File: config.mk
export PLATFORM = sky130hd
export DESIGN_NAME = spi_flash_top
export DESIGN_NICKNAME = d
export VERILOG_FILES = /design/src/rtl/flash_pkg.sv /design/src/rtl/spi_byte_xfer.sv /design/src/rtl/flash_mode_regs.sv /design/src/rtl/flash_read_ctrl.sv /design/src/rtl/spi_flash_top.sv
export SDC_FILE = /design/constraint.sdc
export NUM_CORES = 1
export LEC_CHECK = 0
export ABC_AREA = 1
export BUFFER_PORTS_ARGS = -buffer_cell sky130_fd_sc_hd__clkbuf_2
export CORE_ASPECT_RATIO = 0.8
export CORE_MARGIN = 2
export CORE_UTILIZATION = 55
export DETAILED_ROUTE_END_ITERATION = 7
export GPL_ROUTABILITY_DRIVEN = 0
export PLACE_DENSITY_LB_ADDON = 0.3
export SKIP_LAST_GASP = 1
export SLEW_MARGIN = 20
export SYNTH_ARGS = -nofsm -noshare
export SYNTH_HDL_FRONTEND = slang
export SYNTH_SLANG_ARGS = --single-unit
File: constraint.sdc
create_clock -name clk -period 5.5 [get_ports clk]
set_input_delay 1.375 -clock clk [delete_from_list [all_inputs] [get_ports clk]]
set_output_delay 1.375 -clock clk [all_outputs]
set_load 0.05 [all_outputs]
File: src/rtl/flash_pkg.sv
// ==========================================================================
// Shared types and register layout for the single-SPI XIP flash controller
// Only io0 and io1 exist, and config lane 2 has no fields
// ==========================================================================
package flash_pkg;

    typedef logic [31:0] word_t;
    typedef logic [23:0] flash_addr_t;
    typedef logic [7:0]  byte_t;
    typedef logic [2:0]  byte_tag_t;   // 0 for cmd/addr, 1..4 for data bytes

    typedef enum logic [7:0] {
        CMD_RESET_EN = 8'h66,
        CMD_RESET    = 8'h99,
        CMD_READ     = 8'h03
    } flash_cmd_e;

    typedef enum logic [3:0] {
        ST_RESET_EN, ST_RESET_EN_WAIT, ST_RESET, ST_RESET_WAIT,
        ST_READ_CMD, ST_ADDR_HI, ST_ADDR_MID, ST_ADDR_LO,
        ST_DATA_0, ST_DATA_1, ST_DATA_2, ST_DATA_3
    } ctrl_state_e;

    localparam int CFG_EN_BIT  = 31;
    localparam int CFG_OE_LSB  = 8;
    localparam int CFG_OE_W    = 2;
    localparam int CFG_CSB_BIT = 5;
    localparam int CFG_CLK_BIT = 4;
    localparam int CFG_DO_LSB  = 0;
    localparam int CFG_DO_W    = 2;

    localparam int CFG_LANE_PINS = 0;
    localparam int CFG_LANE_OE   = 1;
    localparam int CFG_LANE_EN   = 3;

    localparam int unsigned WORD_BYTES = 4;   // Byte step between sequential words

endpackage

File: src/rtl/spi_byte_xfer.sv
// ==========================================================================
// One-byte SPI mode 0 shifter, MSB first, 16 system clocks per byte
// CS stays low between bytes, only a reset ends the transaction
// ==========================================================================
`timescale 1ns/100ps

module spi_byte_xfer import flash_pkg::*; (
    input  logic      clk,
    input  logic      resetn,
    input  logic      byte_valid,
    output logic      byte_ready,
    input  byte_t     byte_data,
    input  byte_tag_t byte_tag,
    output logic      rx_valid,
    output byte_t     rx_data,
    output byte_tag_t rx_tag,
    output logic      flash_csb,
    output logic      flash_clk,
    output logic      flash_io0_do,
    input  logic      flash_io1_di
);
    byte_t      obuf;
    byte_t      ibuf;
    byte_tag_t  xfer_tag;
    logic [3:0] bit_cnt;
    logic       idle;
    logic       last_fall;

    assign idle       = (bit_cnt == 4'd0);
    assign last_fall  = (bit_cnt == 4'd1) && flash_clk;  // Eighth falling edge next
    assign byte_ready = byte_valid && idle;

    assign flash_io0_do = obuf[7];
    assign rx_data      = ibuf;
    assign rx_tag       = xfer_tag;

    always_ff @(posedge clk) begin
        if (!resetn) begin
            flash_csb <= 1'b1;
            flash_clk <= 1'b0;
            bit_cnt   <= 4'd0;
            rx_valid  <= 1'b0;
        end else begin
            rx_valid <= last_fall;
            if (byte_valid && byte_ready) begin
                flash_csb <= 1'b0;
                flash_clk <= 1'b0;
                bit_cnt   <= 4'd8;
            end else if (!idle) begin
                flash_clk <= !flash_clk && !flash_csb;
                if (flash_clk)
                    bit_cnt <= bit_cnt - 4'd1;  // One bit per falling edge
            end
        end
    end

    always_ff @(posedge clk) begin
        if (byte_valid && byte_ready) begin
            obuf     <= byte_data;
            xfer_tag <= byte_tag;
        end else if (!idle) begin
            if (flash_clk)
                obuf <= {obuf[6:0], 1'b0};          // Shift out on falling edge
            else
                ibuf <= {ibuf[6:0], flash_io1_di};  // Sample on rising edge
        end
    end

endmodule

File: src/rtl/flash_mode_regs.sv
// ==========================================================================
// Config register, soft reset and pin mux between bit-bang and controller
// Any lane write or a clear enable bit holds the controller in reset
// ==========================================================================
`timescale 1ns/100ps

module flash_mode_regs import flash_pkg::*; (
    input  logic       clk,
    input  logic       resetn,
    input  logic [3:0] cfgreg_we,
    input  word_t      cfgreg_di,
    output word_t      cfgreg_do,
    output logic       ctrl_resetn,
    input  logic       xfer_csb,
    input  logic       xfer_clk,
    input  logic       xfer_io0_do,
    output logic       flash_csb,
    output logic       flash_clk,
    output logic       flash_io0_oe,
    output logic       flash_io1_oe,
    output logic       flash_io0_do,
    output logic       flash_io1_do,
    input  logic       flash_io0_di,
    input  logic       flash_io1_di
);
    logic                config_en;
    logic                config_csb;
    logic                config_clk;
    logic [CFG_OE_W-1:0] config_oe;
    logic [CFG_DO_W-1:0] config_do;

    always_ff @(posedge clk) begin
        if (!resetn) begin
            ctrl_resetn <= 1'b0;
            config_en   <= 1'b1;       // Controller owns the pins after reset
            config_csb  <= 1'b0;
            config_clk  <= 1'b0;
            config_oe   <= '0;
            config_do   <= '0;
        end else begin
            ctrl_resetn <= config_en && !(|cfgreg_we);
            if (cfgreg_we[CFG_LANE_PINS]) begin
                config_csb <= cfgreg_di[CFG_CSB_BIT];
                config_clk <= cfgreg_di[CFG_CLK_BIT];
                config_do  <= cfgreg_di[CFG_DO_LSB +: CFG_DO_W];
            end
            if (cfgreg_we[CFG_LANE_OE])
                config_oe <= cfgreg_di[CFG_OE_LSB +: CFG_OE_W];
            if (cfgreg_we[CFG_LANE_EN])
                config_en <= cfgreg_di[CFG_EN_BIT];
        end
    end

    // In SPI mode io0 is MOSI and io1 is MISO, io0 released during soft reset
    assign flash_csb    = config_en ? xfer_csb    : config_csb;
    assign flash_clk    = config_en ? xfer_clk    : config_clk;
    assign flash_io0_oe = config_en ? ctrl_resetn : config_oe[0];
    assign flash_io1_oe = config_en ? 1'b0        : config_oe[1];
    assign flash_io0_do = config_en ? xfer_io0_do : config_do[0];
    assign flash_io1_do = config_en ? 1'b0        : config_do[1];

    always_comb begin
        cfgreg_do = '0;
        cfgreg_do[CFG_EN_BIT]  = config_en;
        cfgreg_do[CFG_OE_LSB +: CFG_OE_W] = {flash_io1_oe, flash_io0_oe};
        cfgreg_do[CFG_CSB_BIT] = flash_csb;      // Live pin levels
        cfgreg_do[CFG_CLK_BIT] = flash_clk;
        cfgreg_do[CFG_DO_LSB +: CFG_DO_W] = {flash_io1_di, flash_io0_di};
    end

endmodule

File: src/rtl/flash_read_ctrl.sv
// ==========================================================================
// Command FSM: flash reset sequence, 0x03 read, sequential word prefetch
// Assumes the host keeps addr steady from valid until ready
// A non-sequential request aborts the burst and sends a new command
// ==========================================================================
`timescale 1ns/100ps

module flash_read_ctrl import flash_pkg::*; (
    input  logic        clk,
    input  logic        resetn,
    input  logic        ctrl_resetn,
    input  logic        valid,
    input  flash_addr_t addr,
    output logic        ready,
    output word_t       rdata,
    output logic        byte_valid,
    input  logic        byte_ready,
    output byte_t       byte_data,
    output byte_tag_t   byte_tag,
    output logic        xfer_resetn,
    input  logic        rx_valid,
    input  byte_t       rx_data,
    input  byte_tag_t   rx_tag
);
    ctrl_state_e state;
    flash_addr_t rd_addr;
    flash_addr_t next_addr;
    logic [23:0] buffer;
    logic        rd_valid;
    logic        rd_wait;
    logic        rd_inc;
    logic        jump;

    assign next_addr = rd_addr + flash_addr_t'(WORD_BYTES);
    assign ready = valid && (addr == rd_addr) && rd_valid;
    // Neither the held word nor the one being fetched
    assign jump  = valid && !ready && (addr != next_addr) && rd_valid;

    // Word assembly, little-endian by slot
    always_ff @(posedge clk) begin
        if (rx_valid) begin
            case (rx_tag)
                3'd1: buffer[7:0]   <= rx_data;
                3'd2: buffer[15:8]  <= rx_data;
                3'd3: buffer[23:16] <= rx_data;
                3'd4: begin
                    rdata   <= {rx_data, buffer};
                    rd_addr <= rd_inc ? next_addr : addr;
                end
                default: ;
            endcase
        end
    end

    always_ff @(posedge clk) begin
        if (!resetn || !ctrl_resetn) begin
            state       <= ST_RESET_EN;
            xfer_resetn <= 1'b0;
            byte_valid  <= 1'b0;
            rd_valid    <= 1'b0;
            rd_wait     <= 1'b0;
            rd_inc      <= 1'b0;
        end else begin
            xfer_resetn <= 1'b1;
            byte_valid  <= 1'b0;

            if (rx_valid && rx_tag == 3'd4) begin
                rd_valid <= 1'b1;
                rd_wait  <= rd_inc;           // Prefetched word waits for the host
                rd_inc   <= 1'b1;
            end
            if (valid)
                rd_wait <= 1'b0;

            case (state)
                ST_RESET_EN, ST_RESET, ST_READ_CMD: begin
                    byte_valid <= !byte_ready;
                    byte_tag   <= 3'd0;
                    case (state)
                        ST_RESET_EN: byte_data <= CMD_RESET_EN;
                        ST_RESET:    byte_data <= CMD_RESET;
                        default:     byte_data <= CMD_READ;
                    endcase
                    if (state == ST_READ_CMD)
                        rd_inc <= 1'b0;
                    if (byte_ready)
                        state <= ctrl_state_e'(state + 4'd1);
                end
                ST_RESET_EN_WAIT, ST_RESET_WAIT: begin
                    if (rx_valid) begin
                        xfer_resetn <= 1'b0;  // Each reset command is its own transaction
                        state <= ctrl_state_e'(state + 4'd1);
                    end
                end
                ST_ADDR_HI: begin
                    if (valid && !ready) begin
                        byte_valid <= !byte_ready;
                        byte_tag   <= 3'd0;
                        byte_data  <= addr[23:16];
                        if (byte_ready)
                            state <= ST_ADDR_MID;
                    end
                end
                ST_ADDR_MID: begin
                    byte_valid <= !byte_ready;
                    byte_tag   <= 3'd0;
                    byte_data  <= addr[15:8];
                    if (byte_ready)
                        state <= ST_ADDR_LO;
                end
                ST_ADDR_LO: begin
                    byte_valid <= !byte_ready;
                    byte_tag   <= 3'd0;
                    byte_data  <= addr[7:0];
                    if (byte_ready) begin
                        byte_data <= 8'h00;   // Dummy MOSI during data phase
                        state     <= ST_DATA_0;
                    end
                end
                ST_DATA_0, ST_DATA_1, ST_DATA_2: begin
                    byte_valid <= !byte_ready;
                    byte_tag   <= byte_tag_t'(state - ST_DATA_0 + 4'd1);
                    if (byte_ready)
                        state <= ctrl_state_e'(state + 4'd1);
                end
                ST_DATA_3: begin
                    if (!rd_wait || valid) begin
                        byte_valid <= !byte_ready;
                        byte_tag   <= 3'd4;
                        if (byte_ready)
                            state <= ST_DATA_0;
                    end
                end
                default: state <= ST_RESET_EN;
            endcase

            if (jump) begin
                rd_inc      <= 1'b0;
                rd_valid    <= 1'b0;
                byte_valid  <= 1'b0;
                xfer_resetn <= 1'b0;          // Raise CS, then new command and address
                state       <= ST_READ_CMD;
            end
        end
    end

endmodule

File: src/rtl/spi_flash_top.sv
// ==========================================================================
// Read-only single-SPI flash controller for execute-in-place fetches
// Host holds valid and addr until ready, rdata is valid while ready is high
// ==========================================================================
`timescale 1ns/100ps

module spi_flash_top import flash_pkg::*; (
    input  logic        clk,
    input  logic        resetn,
    input  logic        valid,
    input  flash_addr_t addr,
    output logic        ready,
    output word_t       rdata,
    output logic        flash_csb,
    output logic        flash_clk,
    output logic        flash_io0_oe,
    output logic        flash_io1_oe,
    output logic        flash_io0_do,
    output logic        flash_io1_do,
    input  logic        flash_io0_di,
    input  logic        flash_io1_di,
    input  logic [3:0]  cfgreg_we,
    input  word_t       cfgreg_di,
    output word_t       cfgreg_do
);
    logic      ctrl_resetn;
    logic      xfer_resetn;
    logic      xfer_rstn;
    logic      byte_valid;
    logic      byte_ready;
    byte_t     byte_data;
    byte_tag_t byte_tag;
    logic      rx_valid;
    byte_t     rx_data;
    byte_tag_t rx_tag;
    logic      xfer_csb;
    logic      xfer_clk;
    logic      xfer_io0_do;

    // Shifter restarts on hard reset, soft reset or end of transaction
    assign xfer_rstn = resetn && ctrl_resetn && xfer_resetn;

    flash_mode_regs u_regs (
        .clk(clk), .resetn(resetn),
        .cfgreg_we(cfgreg_we), .cfgreg_di(cfgreg_di), .cfgreg_do(cfgreg_do),
        .ctrl_resetn(ctrl_resetn),
        .xfer_csb(xfer_csb), .xfer_clk(xfer_clk), .xfer_io0_do(xfer_io0_do),
        .flash_csb(flash_csb), .flash_clk(flash_clk),
        .flash_io0_oe(flash_io0_oe), .flash_io1_oe(flash_io1_oe),
        .flash_io0_do(flash_io0_do), .flash_io1_do(flash_io1_do),
        .flash_io0_di(flash_io0_di), .flash_io1_di(flash_io1_di)
    );

    flash_read_ctrl u_ctrl (
        .clk(clk), .resetn(resetn), .ctrl_resetn(ctrl_resetn),
        .valid(valid), .addr(addr), .ready(ready), .rdata(rdata),
        .byte_valid(byte_valid), .byte_ready(byte_ready),
        .byte_data(byte_data), .byte_tag(byte_tag), .xfer_resetn(xfer_resetn),
        .rx_valid(rx_valid), .rx_data(rx_data), .rx_tag(rx_tag)
    );

    spi_byte_xfer u_xfer (
        .clk(clk), .resetn(xfer_rstn),
        .byte_valid(byte_valid), .byte_ready(byte_ready),
        .byte_data(byte_data), .byte_tag(byte_tag),
        .rx_valid(rx_valid), .rx_data(rx_data), .rx_tag(rx_tag),
        .flash_csb(xfer_csb), .flash_clk(xfer_clk),
        .flash_io0_do(xfer_io0_do), .flash_io1_di(flash_io1_di)
    );

endmodule

* Word-level counts from Yosys, hierarchy flattened
Index checks and enable logic that the tools add are counted.
** Word-level totals
- Bits of input ports :: 65
- Output and inout bits :: 71
- Word-level logic and storage cells :: 155
- Register bits after elaboration :: 134
** Operators by class
- $add $sub $neg :: 5
- Reduce and logical (&&, ||, !) cells :: 49
- Muxes and demuxes :: 37
- Bitwise gates (word level) :: 5
- Equal/unequal tests :: 31
** Operators by type and width (count)
- 2-to-1 mux 4 bit :: 10
- 2-to-1 mux 8 bit :: 5
- one-hot mux 8 bit (4 select lines) :: 1
- adder 24 x 3 -> 24 bit (second input constant) :: 1
- == test 24 bit :: 1
- 2-to-1 mux 24 bit :: 1
- inequality test 24 bit :: 1
- one-hot mux 4 bit (6 select lines) :: 1
- inequality test 3 x 1 -> 1 bit (second input constant) :: 6
- == test 4 x 3 -> 1 bit (second input constant) :: 4
- == test 4 bit (second input constant) :: 4
- one-hot mux 8 bit (2 select lines) :: 1
- logical AND 1 bit :: 13
- 2-to-1 mux 1 bit :: 13
- inequality test 2 x 1 -> 1 bit (second input constant) :: 6
- one-hot mux 3 bit (4 select lines) :: 1
- AND reduction 2 bit :: 6
- AND reduction 6 bit :: 2
- 2-to-1 mux 3 bit :: 3
- == test 4 x 1 -> 1 bit (second input constant) :: 2
- == test 4 x 2 -> 1 bit (second input constant) :: 2
- zero test 1 bit :: 8
- zero test 4 bit :: 2
- nonzero test 4 bit :: 2
- other kinds (20) :: 31

* Depth between registers and ports, before layout
Gate-level depths: netlist (run 1).
- Depth in word-level cells :: 9
- Gate-level depth with buffers :: 16
- Depth with buffers taken out :: 16

* Modules after synthesis
Synthesis (run 1) repeated with hierarchy kept, for this count alone.
** Second synthesis, totals
- Cell total of the unflattened synthesis :: 787
- Area, all modules :: 6925.4 µm²
** By module, submodules not included
- flash_read_ctrl :: area an instance 5262.5 µm², times used 1, cells each 604, seq. area each 2912.8 µm²
- spi_byte_xfer :: area an instance 1052.3 µm², times used 1, cells each 93, seq. area each 710.7 µm²
- flash_mode_regs :: area an instance 596.8 µm², times used 1, cells each 87, seq. area each 160.2 µm²
- spi_flash_top :: area an instance 13.8 µm², times used 1, cells each 3, seq. area each 0.0 µm²

* Least setup slack after synthesis (run 1)
No wires, ideal clock.
- Kind :: input port to output port
- Start :: input addr[1]
- End :: output ready
- Path buffers :: 0
- Arrival :: 3.656 ns
- Setup slack :: 0.469 ns
- Data required time :: 4.125 ns
- Stages on the path :: 6
- Path through :: inv_1 nand2_1 nand2_1 nor2_1 or3b_2 nor4_1
** Between the ends
- Cells in the longest elaborated chain, start to end :: 3
** RTL lines
- start: declaration :: RTL line spi_flash_top.sv:11 : input flash_addr_t addr,
- == test 24 bit :: RTL line flash_read_ctrl.sv:35 : assign ready = valid && (addr == rd_addr) && rd_valid;
- logical AND 1 bit (2 in a row) :: RTL line flash_read_ctrl.sv:35
- end: declaration :: RTL line spi_flash_top.sv:12 : output logic ready,
No other way between the ends.

* Final worst setup path (run 1)
- Start :: input addr[0]
- End :: output ready
Same word-level chain as after synthesis.

==> metrics.md, run 1 <==
| Metric | Value |
|---|---|
| Status | `completed` |
| Critical path origin | `addr[0]` |
| Avg Cell Area, Syn | `8.79 µm²` |
| Worst r2r path cells | `6` |
| Setup ws final | `1.00 ns` |
| Clock Sink Count | `134` |
| Most frequent cell after synthesis | `nand2_1` |
| Worst setup EP type | `primary output` |
| Fin. Hold Viols | `0` |
| Overflow after GRT | `0` |
| I/O Buffers | `83` |
| RR Startpoint | `u_ctrl.state[0]$_SDFFE_PP0P_` |
| Cell variety after synth | `41` |
| Power density over the cells | `299 nW/µm²` |
| Max Cap Viol | `0` |
| Final Max Slew Viols | `0` |
| Critical path class | `primary input to primary output` |
| Final ANT Viol Nets | `0` |
| CTS Buffer Depth | `2` |
| Num ports | `136` |
| Die X | `129 µm` |
| Worst-path fanout max | `3` |
| Register area share after synthesis | `0.548` |
| Clock network power share | `0.488` |
| Vias in the first global route | `4951` |
| Setup total negative slack | `0 ns` |
| Internal | `0.00188 W` |
| First-pass GRT wire length | `24.6 mm` |
| Num CTS Buffers | `17` |
| Crit path DAT | `3.12 ns` |
| Die area | `13500 µm²` |
| Initial antenna violation count | `0` |
| DR iter-0 viols | `448` |
| Setup-failing EPs final | `0` |
| Final period util | `0.818` |
| Die Ht | `104 µm` |
| Pre-CTS WS | `1.07 ns` |
| Worst R2R Setup Slack | `2.92 ns` |
| Yosys warning count | `0` |
| CTS tree | `built` |
| Routed metal-1 wirelength | `6.99 mm` |
| Total routed wirelength | `15.2 mm` |
| Lkg Pwr | `3.41 nW` |
| Total number of vias | `5449` |
| Sequential Power Share | `0.456` |
| Via/cell ratio | `5.16` |
| Worst-Skew Late Latency | `0.41 ns` |
| Met3 wire length | `1.46 mm` |
| Min Tclk post-route | `4.50 ns` |
| DRC | `0` |
| Cts hold-fix bufs | `0` |
| Yosys top cell by area | `edfxtp_1` |
| Sw frac | `0.218` |
| Post-CTS Setup Bufs | `0` |
| Peak supply drop | `182 µV` |
| GRT Total Usage | `0.234` |
| CTS H-tree depth | `4` |
| Antenna fix cells | `0` |
| Cells after synthesis | `785` |
| Clock skew | `0.0123 ns` |
| Reg clk slew, reported paths | `0.06 ns` |
| Synth cell count leaders | `nand2_1, edfxtp_1, inv_1` |
| Nets | `945` |
| Area delta synth->final | `16.1%` |
| Primary FF master, synth | `edfxtp_1` |
| Most area-consuming cells after synthesis | `edfxtp_1, nand2_1, dfxtp_1` |
| Combinational power share | `0.056` |
| Hold crit path type | `flip-flop to flip-flop` |
| Root Driver | `clkbuf_16` |
| Async SR Flop Fraction | `0` |
| Crit path to | `ready` |
| Largest net degree at the start of global routing | `32` |
| Setup crit start kind | `primary input` |
| Hpwl dp | `11.3 mm` |
| RSZ-0062 raised after global routing | `false` |
| Fmax | `0.222 GHz` |
| Row Count | `36` |
| Filler cell count | `1015` |
| First-pass iteration count of the detailed router | `5` |
| Worst slew margin | `0.412` |
| Metal2 WL | `6.61 mm` |
| Top Metal Used | `met4` |
| Post-synthesis sequential element count | `134` |
| Starting density of the core | `0.565` |
| CP Data Required Time | `4.12 ns` |
| Share of post-route cells with drive strength above 1 | `0.162` |
| DR WL/cell | `14.4 µm` |
| PostCTS Resize Cnt | `0` |
| NetSw | `0.000521 W` |
| Worst Tran Pin Value | `0.878 ns` |
| Post-synth EDFFs | `110` |
| Yosys top cell area share | `0.479` |
| Core Region | `12200 µm²` |
| Cell Area, Synth | `6900 µm²` |
| Worst r2r dst | `u_ctrl.byte_data[7]$_DFFE_PP_` |
==> flip-flops by register name (all words and copies together) (netlist names) <==
| register | count |
|---|---|
| u_xfer.bit_cnt | 4 |
| u_ctrl.byte_data | 8 |
| u_ctrl.rd_wait | 1 |
| u_regs.config_clk | 1 |
| u_regs.config_oe | 2 |
| u_ctrl.rd_valid | 1 |
| u_xfer.rx_tag | 3 |
| u_ctrl.byte_tag | 3 |
| u_ctrl.xfer_resetn | 1 |
| u_ctrl.state | 4 |
| u_xfer.rx_valid | 1 |
| u_ctrl.byte_valid | 1 |
| u_regs.config_en | 1 |
| u_ctrl.rd_addr | 24 |
| u_xfer.rx_data | 8 |
| u_xfer.flash_clk | 1 |
| u_xfer.flash_csb | 1 |
| u_ctrl.rdata | 32 |
| u_ctrl.rd_inc | 1 |
| u_regs.ctrl_resetn | 1 |
| u_xfer.obuf | 8 |
| u_regs.config_do | 2 |
| u_ctrl.buffer | 24 |
| u_regs.config_csb | 1 |
==> layout make-up <==
type / instances / area [µm²] / area share
sequential: 134 / 3780 / 0.472
multi-input combinational: 531 / 2590 / 0.323
clock buffer: 18 / 429 / 0.0536
timing repair buffer: 84 / 423 / 0.0528
inverter: 104 / 390 / 0.0487
tap: 171 / 214 / 0.0267
clock inverter: 14 / 183 / 0.0228
==> placed cells by master, fill, tap and decap left out, types with 3 or more instances in the layout <==
cell,count
nand2_1,206
edfxtp_1,110
inv_1,100
clkbuf_2,83
nor2_1,80
nand3_1,60
o21ai_0,43
conb_1,25
dfxtp_1,24
clkbuf_16,17
a21oi_1,15
xor2_1,12
nor2_2,11
nand4_1,10
ha_1,8
nand2_2,7
xnor2_1,7
nor3_1,6
nor2_4,4
o2111ai_1,4
o22ai_1,4
bufinv_16,4
inv_2,3
clkinv_1,3
o21ai_1,3
nor4_1,3
nor4_4,3
clkinv_2,3
clkinvlp_4,3
==> how the worst min path moves through the flow <==
stage | start | end | slack (ns) | cells after the start
2_1_floorplan | u_ctrl.buffer[0]$_DFFE_PP_ | u_ctrl.rdata[0]$_DFFE_PP_ | 0.40 | 0
3_3_place_gp | u_ctrl.buffer[21]$_DFFE_PP_ | u_ctrl.rdata[21]$_DFFE_PP_ | 0.40 | 0
3_5_place_dp | u_ctrl.buffer[11]$_DFFE_PP_ | u_ctrl.rdata[11]$_DFFE_PP_ | 0.40 | 0
4_1_cts | u_ctrl.buffer[10]$_DFFE_PP_ | u_ctrl.rdata[10]$_DFFE_PP_ | 0.42 | 0
5_1_grt | u_ctrl.buffer[5]$_DFFE_PP_ | u_ctrl.rdata[5]$_DFFE_PP_ | 0.42 | 0
6_report | u_ctrl.buffer[10]$_DFFE_PP_ | u_ctrl.rdata[10]$_DFFE_PP_ | 0.41 | 0
==> routing by layer <==
| metal | vias to the layer above | GRT usage |
|---|---|---|
| met5 | - | 0 |
| met4 | 0 | 0.0707 |
| met3 | 18 | 0.0674 |
| met2 | 262 | 0.346 |
| met1 | 2446 | 0.336 |
| li1 | 2723 | - |
==> stage by stage <==
stage	hold WS, ns	power (W)	instance area [µm²]	std cells	utilization
2_1_floorplan	0.400	0.00123	6990	809	-
3_3_place_gp	0.401	0.00124	7380	1024	0.604
3_5_place_dp	0.405	0.00125	7380	1024	0.605
4_1_cts	0.418	0.00241	8000	1056	0.655
5_1_grt	0.420	0.00247	8010	1056	0.657
6_report	0.413	0.00240	8010	1056	0.657
==> power by group through the flow <==
stage / sequential, W / clock (W) / combinational, W
floorplan: 0.00111 / 0 / 0.000114
global placement: 0.00111 / 0 / 0.000131
global route: 0.00109 / 0.00123 / 0.000144
finish: 0.00109 / 0.00117 / 0.000134
CTS: 0.00109 / 0.00118 / 0.000132
detailed placement: 0.00111 / 0 / 0.000132
==> cells by family (layout without fill, tap and decap cells) <==
kind of cell | count (synthesis) | after routing | share of synthesized area
AO/OA/AOI/OAI | 81 | 81 | 0.0665
XOR/XNOR | 19 | 19 | 0.0241
adder cells (fa/ha/maj) | 8 | 8 | 0.0145
buffers and inverters | 144 | 220 | 0.0957
flip-flops | 134 | 134 | 0.548
other | 1 | 25 | 0.000543
AND/OR/NAND/NOR | 398 | 398 | 0.250
==> critical path, cell delays in order <==
cell and delay, ns:
clkbuf_2 0.12, inv_1 0.06, nand2_1 0.06, nand2_1 0.06
nor2_1 0.26, or3b_2 0.47, nor4_1 0.36, clkbuf_2 0.34
Note: power is estimated with default switching activity, not from simulation.
==> run 2: changes to the inputs <==
--- a/config.mk
+++ b/config.mk
@@ -9,7 +9,7 @@
 export BUFFER_PORTS_ARGS = -buffer_cell sky130_fd_sc_hd__clkbuf_2
 export CORE_ASPECT_RATIO = 0.8
 export CORE_MARGIN = 2
-export CORE_UTILIZATION = 55
+export CORE_UTILIZATION = 50
 export DETAILED_ROUTE_END_ITERATION = 7
 export GPL_ROUTABILITY_DRIVEN = 0
 export PLACE_DENSITY_LB_ADDON = 0.3
==> constraint.sdc (replaced) <==
create_clock -name clk -period 3.85 [get_ports clk]
set_input_delay 0.9625 -clock clk [delete_from_list [all_inputs] [get_ports clk]]
set_output_delay 0.9625 -clock clk [all_outputs]
set_load 0.05 [all_outputs]
==> run 2 against run 1 <==
  * Worst setup slack got worse by 0.74 ns
  * Power grew 40%
  * Via count increased by 0.18%
  * Global-route usage is 1.8 points lower
  * Flip-flop and latch count stayed put
  * Critical path depth stayed put
  * Core utilization decreased by 6.2 points
  * Combinational power up 44%
  * Critical path type unchanged
  * Die area rose by 9.6%
  * Sequential share of layout area shrank 0.081 points
  * First-iteration DRC count down 6.7%
==> metrics.md, run 2 (synthesis gave the netlist of run 1 again) <==
| Metric | Value |
|---|---|
| Status | `completed` |
| Critical path class | `primary input to primary output` |
| Total power | `0.00336 W` |
| Num CTS Buffers | `17` |
| Delay-heaviest family, CP | `simple AND/OR/NAND/NOR gates` |
| Die area | `14800 µm²` |
| Via/cell ratio | `5.10` |
| I/O Buffers | `83` |
| Overflow after GRT | `0` |
| Worst-Skew Late Latency | `0.42 ns` |
| Share of post-route cells with drive strength above 1 | `0.166` |
| Final ANT Viol Nets | `0` |
| Peak supply drop | `278 µV` |
| Final Max Slew Viols | `0` |
| Setup-failing EPs final | `0` |
| Biggest regs | `u_ctrl.rdata (32), u_ctrl.buffer (24), u_ctrl.rd_addr (24)` |
| RSZ-0062 raised after global routing | `false` |
| Antenna fix cells | `0` |
| Crit path DAT | `2.63 ns` |
| Lkg Pwr | `3.42 nW` |
| Nets | `950` |
| Hpwl dp | `11.5 mm` |
| Row Count | `38` |
| Fmax | `0.278 GHz` |
| Setup total negative slack | `0 ns` |
| Power density over the cells | `419 nW/µm²` |
| DR iter-0 viols | `418` |
| CTS tree | `built` |
| Hold crit path type | `flip-flop to flip-flop` |
| Starting density of the core | `0.511` |
| Total number of vias | `5459` |
| Critical Path Max Stage Delay | `0.49 ns` |
| Initial antenna violation count | `0` |
| Fin. Hold Viols | `0` |
| Core Region | `13500 µm²` |
| Worst slew margin | `0.301` |
| CTS Buffer Depth | `2` |
| Die Ht | `109 µm` |
| Area delta synth->final | `16.3%` |
| CP Data Required Time | `2.89 ns` |
| Cts hold-fix bufs | `0` |
| Post-CTS Setup Bufs | `0` |
| Worst Tran Pin Value | `1.04 ns` |
| PostCTS Resize Cnt | `0` |
| Largest net degree at the start of global routing | `34` |
| Final period util | `0.933` |
| Most common cell after layout, fill and taps aside | `nand2_1` |
| Largest register FFs | `32` |
| Max Cap Viol | `0` |
| First-pass GRT wire length | `24.2 mm` |
| Reg clk slew, reported paths | `0.05 ns` |
| Clock skew | `0.0220 ns` |
| Clock Sink Count | `134` |
| Setup crit start kind | `primary input` |
| Die X | `135 µm` |
| Top reg by flops | `u_ctrl.rdata` |
| GRT Total Usage | `0.216` |
| DR WL/cell | `14.4 µm` |
| Crit path buf inv count | `3` |
| First-pass iteration count of the detailed router | `7` |
| Min Tclk post-route | `3.59 ns` |
| Total routed wirelength | `15.4 mm` |
| Worst-path fanout max | `3` |
| Most frequent cells in the layout | `nand2_1, edfxtp_1, inv_1, clkbuf_2, nor2_1` |
| Num ports | `136` |
| Worst setup EP type | `primary output` |
| CTS H-tree depth | `4` |
| Slowest-stage cell, CP | `or3b_2` |
| Crit path cell chain | `clkbuf_2 > inv_1 > nand2_1 > nand2_1 > nor2_1 > or3b_2 > nor4_2 > clkbuf_2` |
| DRC | `0` |
| Vias in the first global route | `4770` |
| Root Driver | `clkbuf_16` |
[run 2: cell type report]
type	count	area, µm²
Tap cell	180	225
Fill cell	1207	5480
Inverter	104	390
Multi-Input combinational cell	531	2580
Clock inverter	14	159
Timing Repair Buffer	89	460
Clock buffer	18	429
Sequential cell	134	3780
[run 2: per-layer routing]
| metal | track usage | part of all wire | up-vias |
|---|---|---|---|
| met5 | 0 | 0 | - |
| met4 | 0.0670 | 0.011 | 0 |
| met3 | 0.0446 | 0.081 | 12 |
| met2 | 0.315 | 0.42 | 211 |
| met1 | 0.324 | 0.48 | 2505 |
| li1 | - | - | 2731 |
[run 2: path summary, 6_finish.rpt]
path / startpoint / to / slack, ns / cells past startpoint
min: u_ctrl.buffer[23]$_DFFE_PP_ / u_ctrl.rdata[23]$_DFFE_PP_ / 0.42 / 0
max: addr[1] / ready / 0.26 / 8
max reg2reg: u_xfer.bit_cnt[0]$_SDFFE_PP0P_ / u_ctrl.byte_data[1]$_DFFE_PP_ / 1.31 / 9
min reg2reg: u_ctrl.buffer[23]$_DFFE_PP_ / u_ctrl.rdata[23]$_DFFE_PP_ / 0.42 / 0
[run 2: report_power, final]
group	leakage (nW)	total, W	switching (W)	internal [W]
Sequential	1.22	0.00156	0.00000390	0.00156
Combinational	1.92	0.000193	0.000148	0.0000446
Clock	0.275	0.00161	0.000595	0.00101
[run 2: through the flow]
stage | hold slack, ns | util | setup slack, ns | std cells | instance area, µm²
floorplan | 0.400 | - | 0.206 | 809 | 7000
global placement | 0.401 | 0.550 | 0.302 | 1038 | 7430
detailed placement | 0.405 | 0.550 | 0.286 | 1038 | 7430
CTS | 0.416 | 0.594 | 0.271 | 1070 | 8020
global route | 0.417 | 0.595 | 0.186 | 1070 | 8030
finish | 0.417 | 0.595 | 0.259 | 1070 | 8030
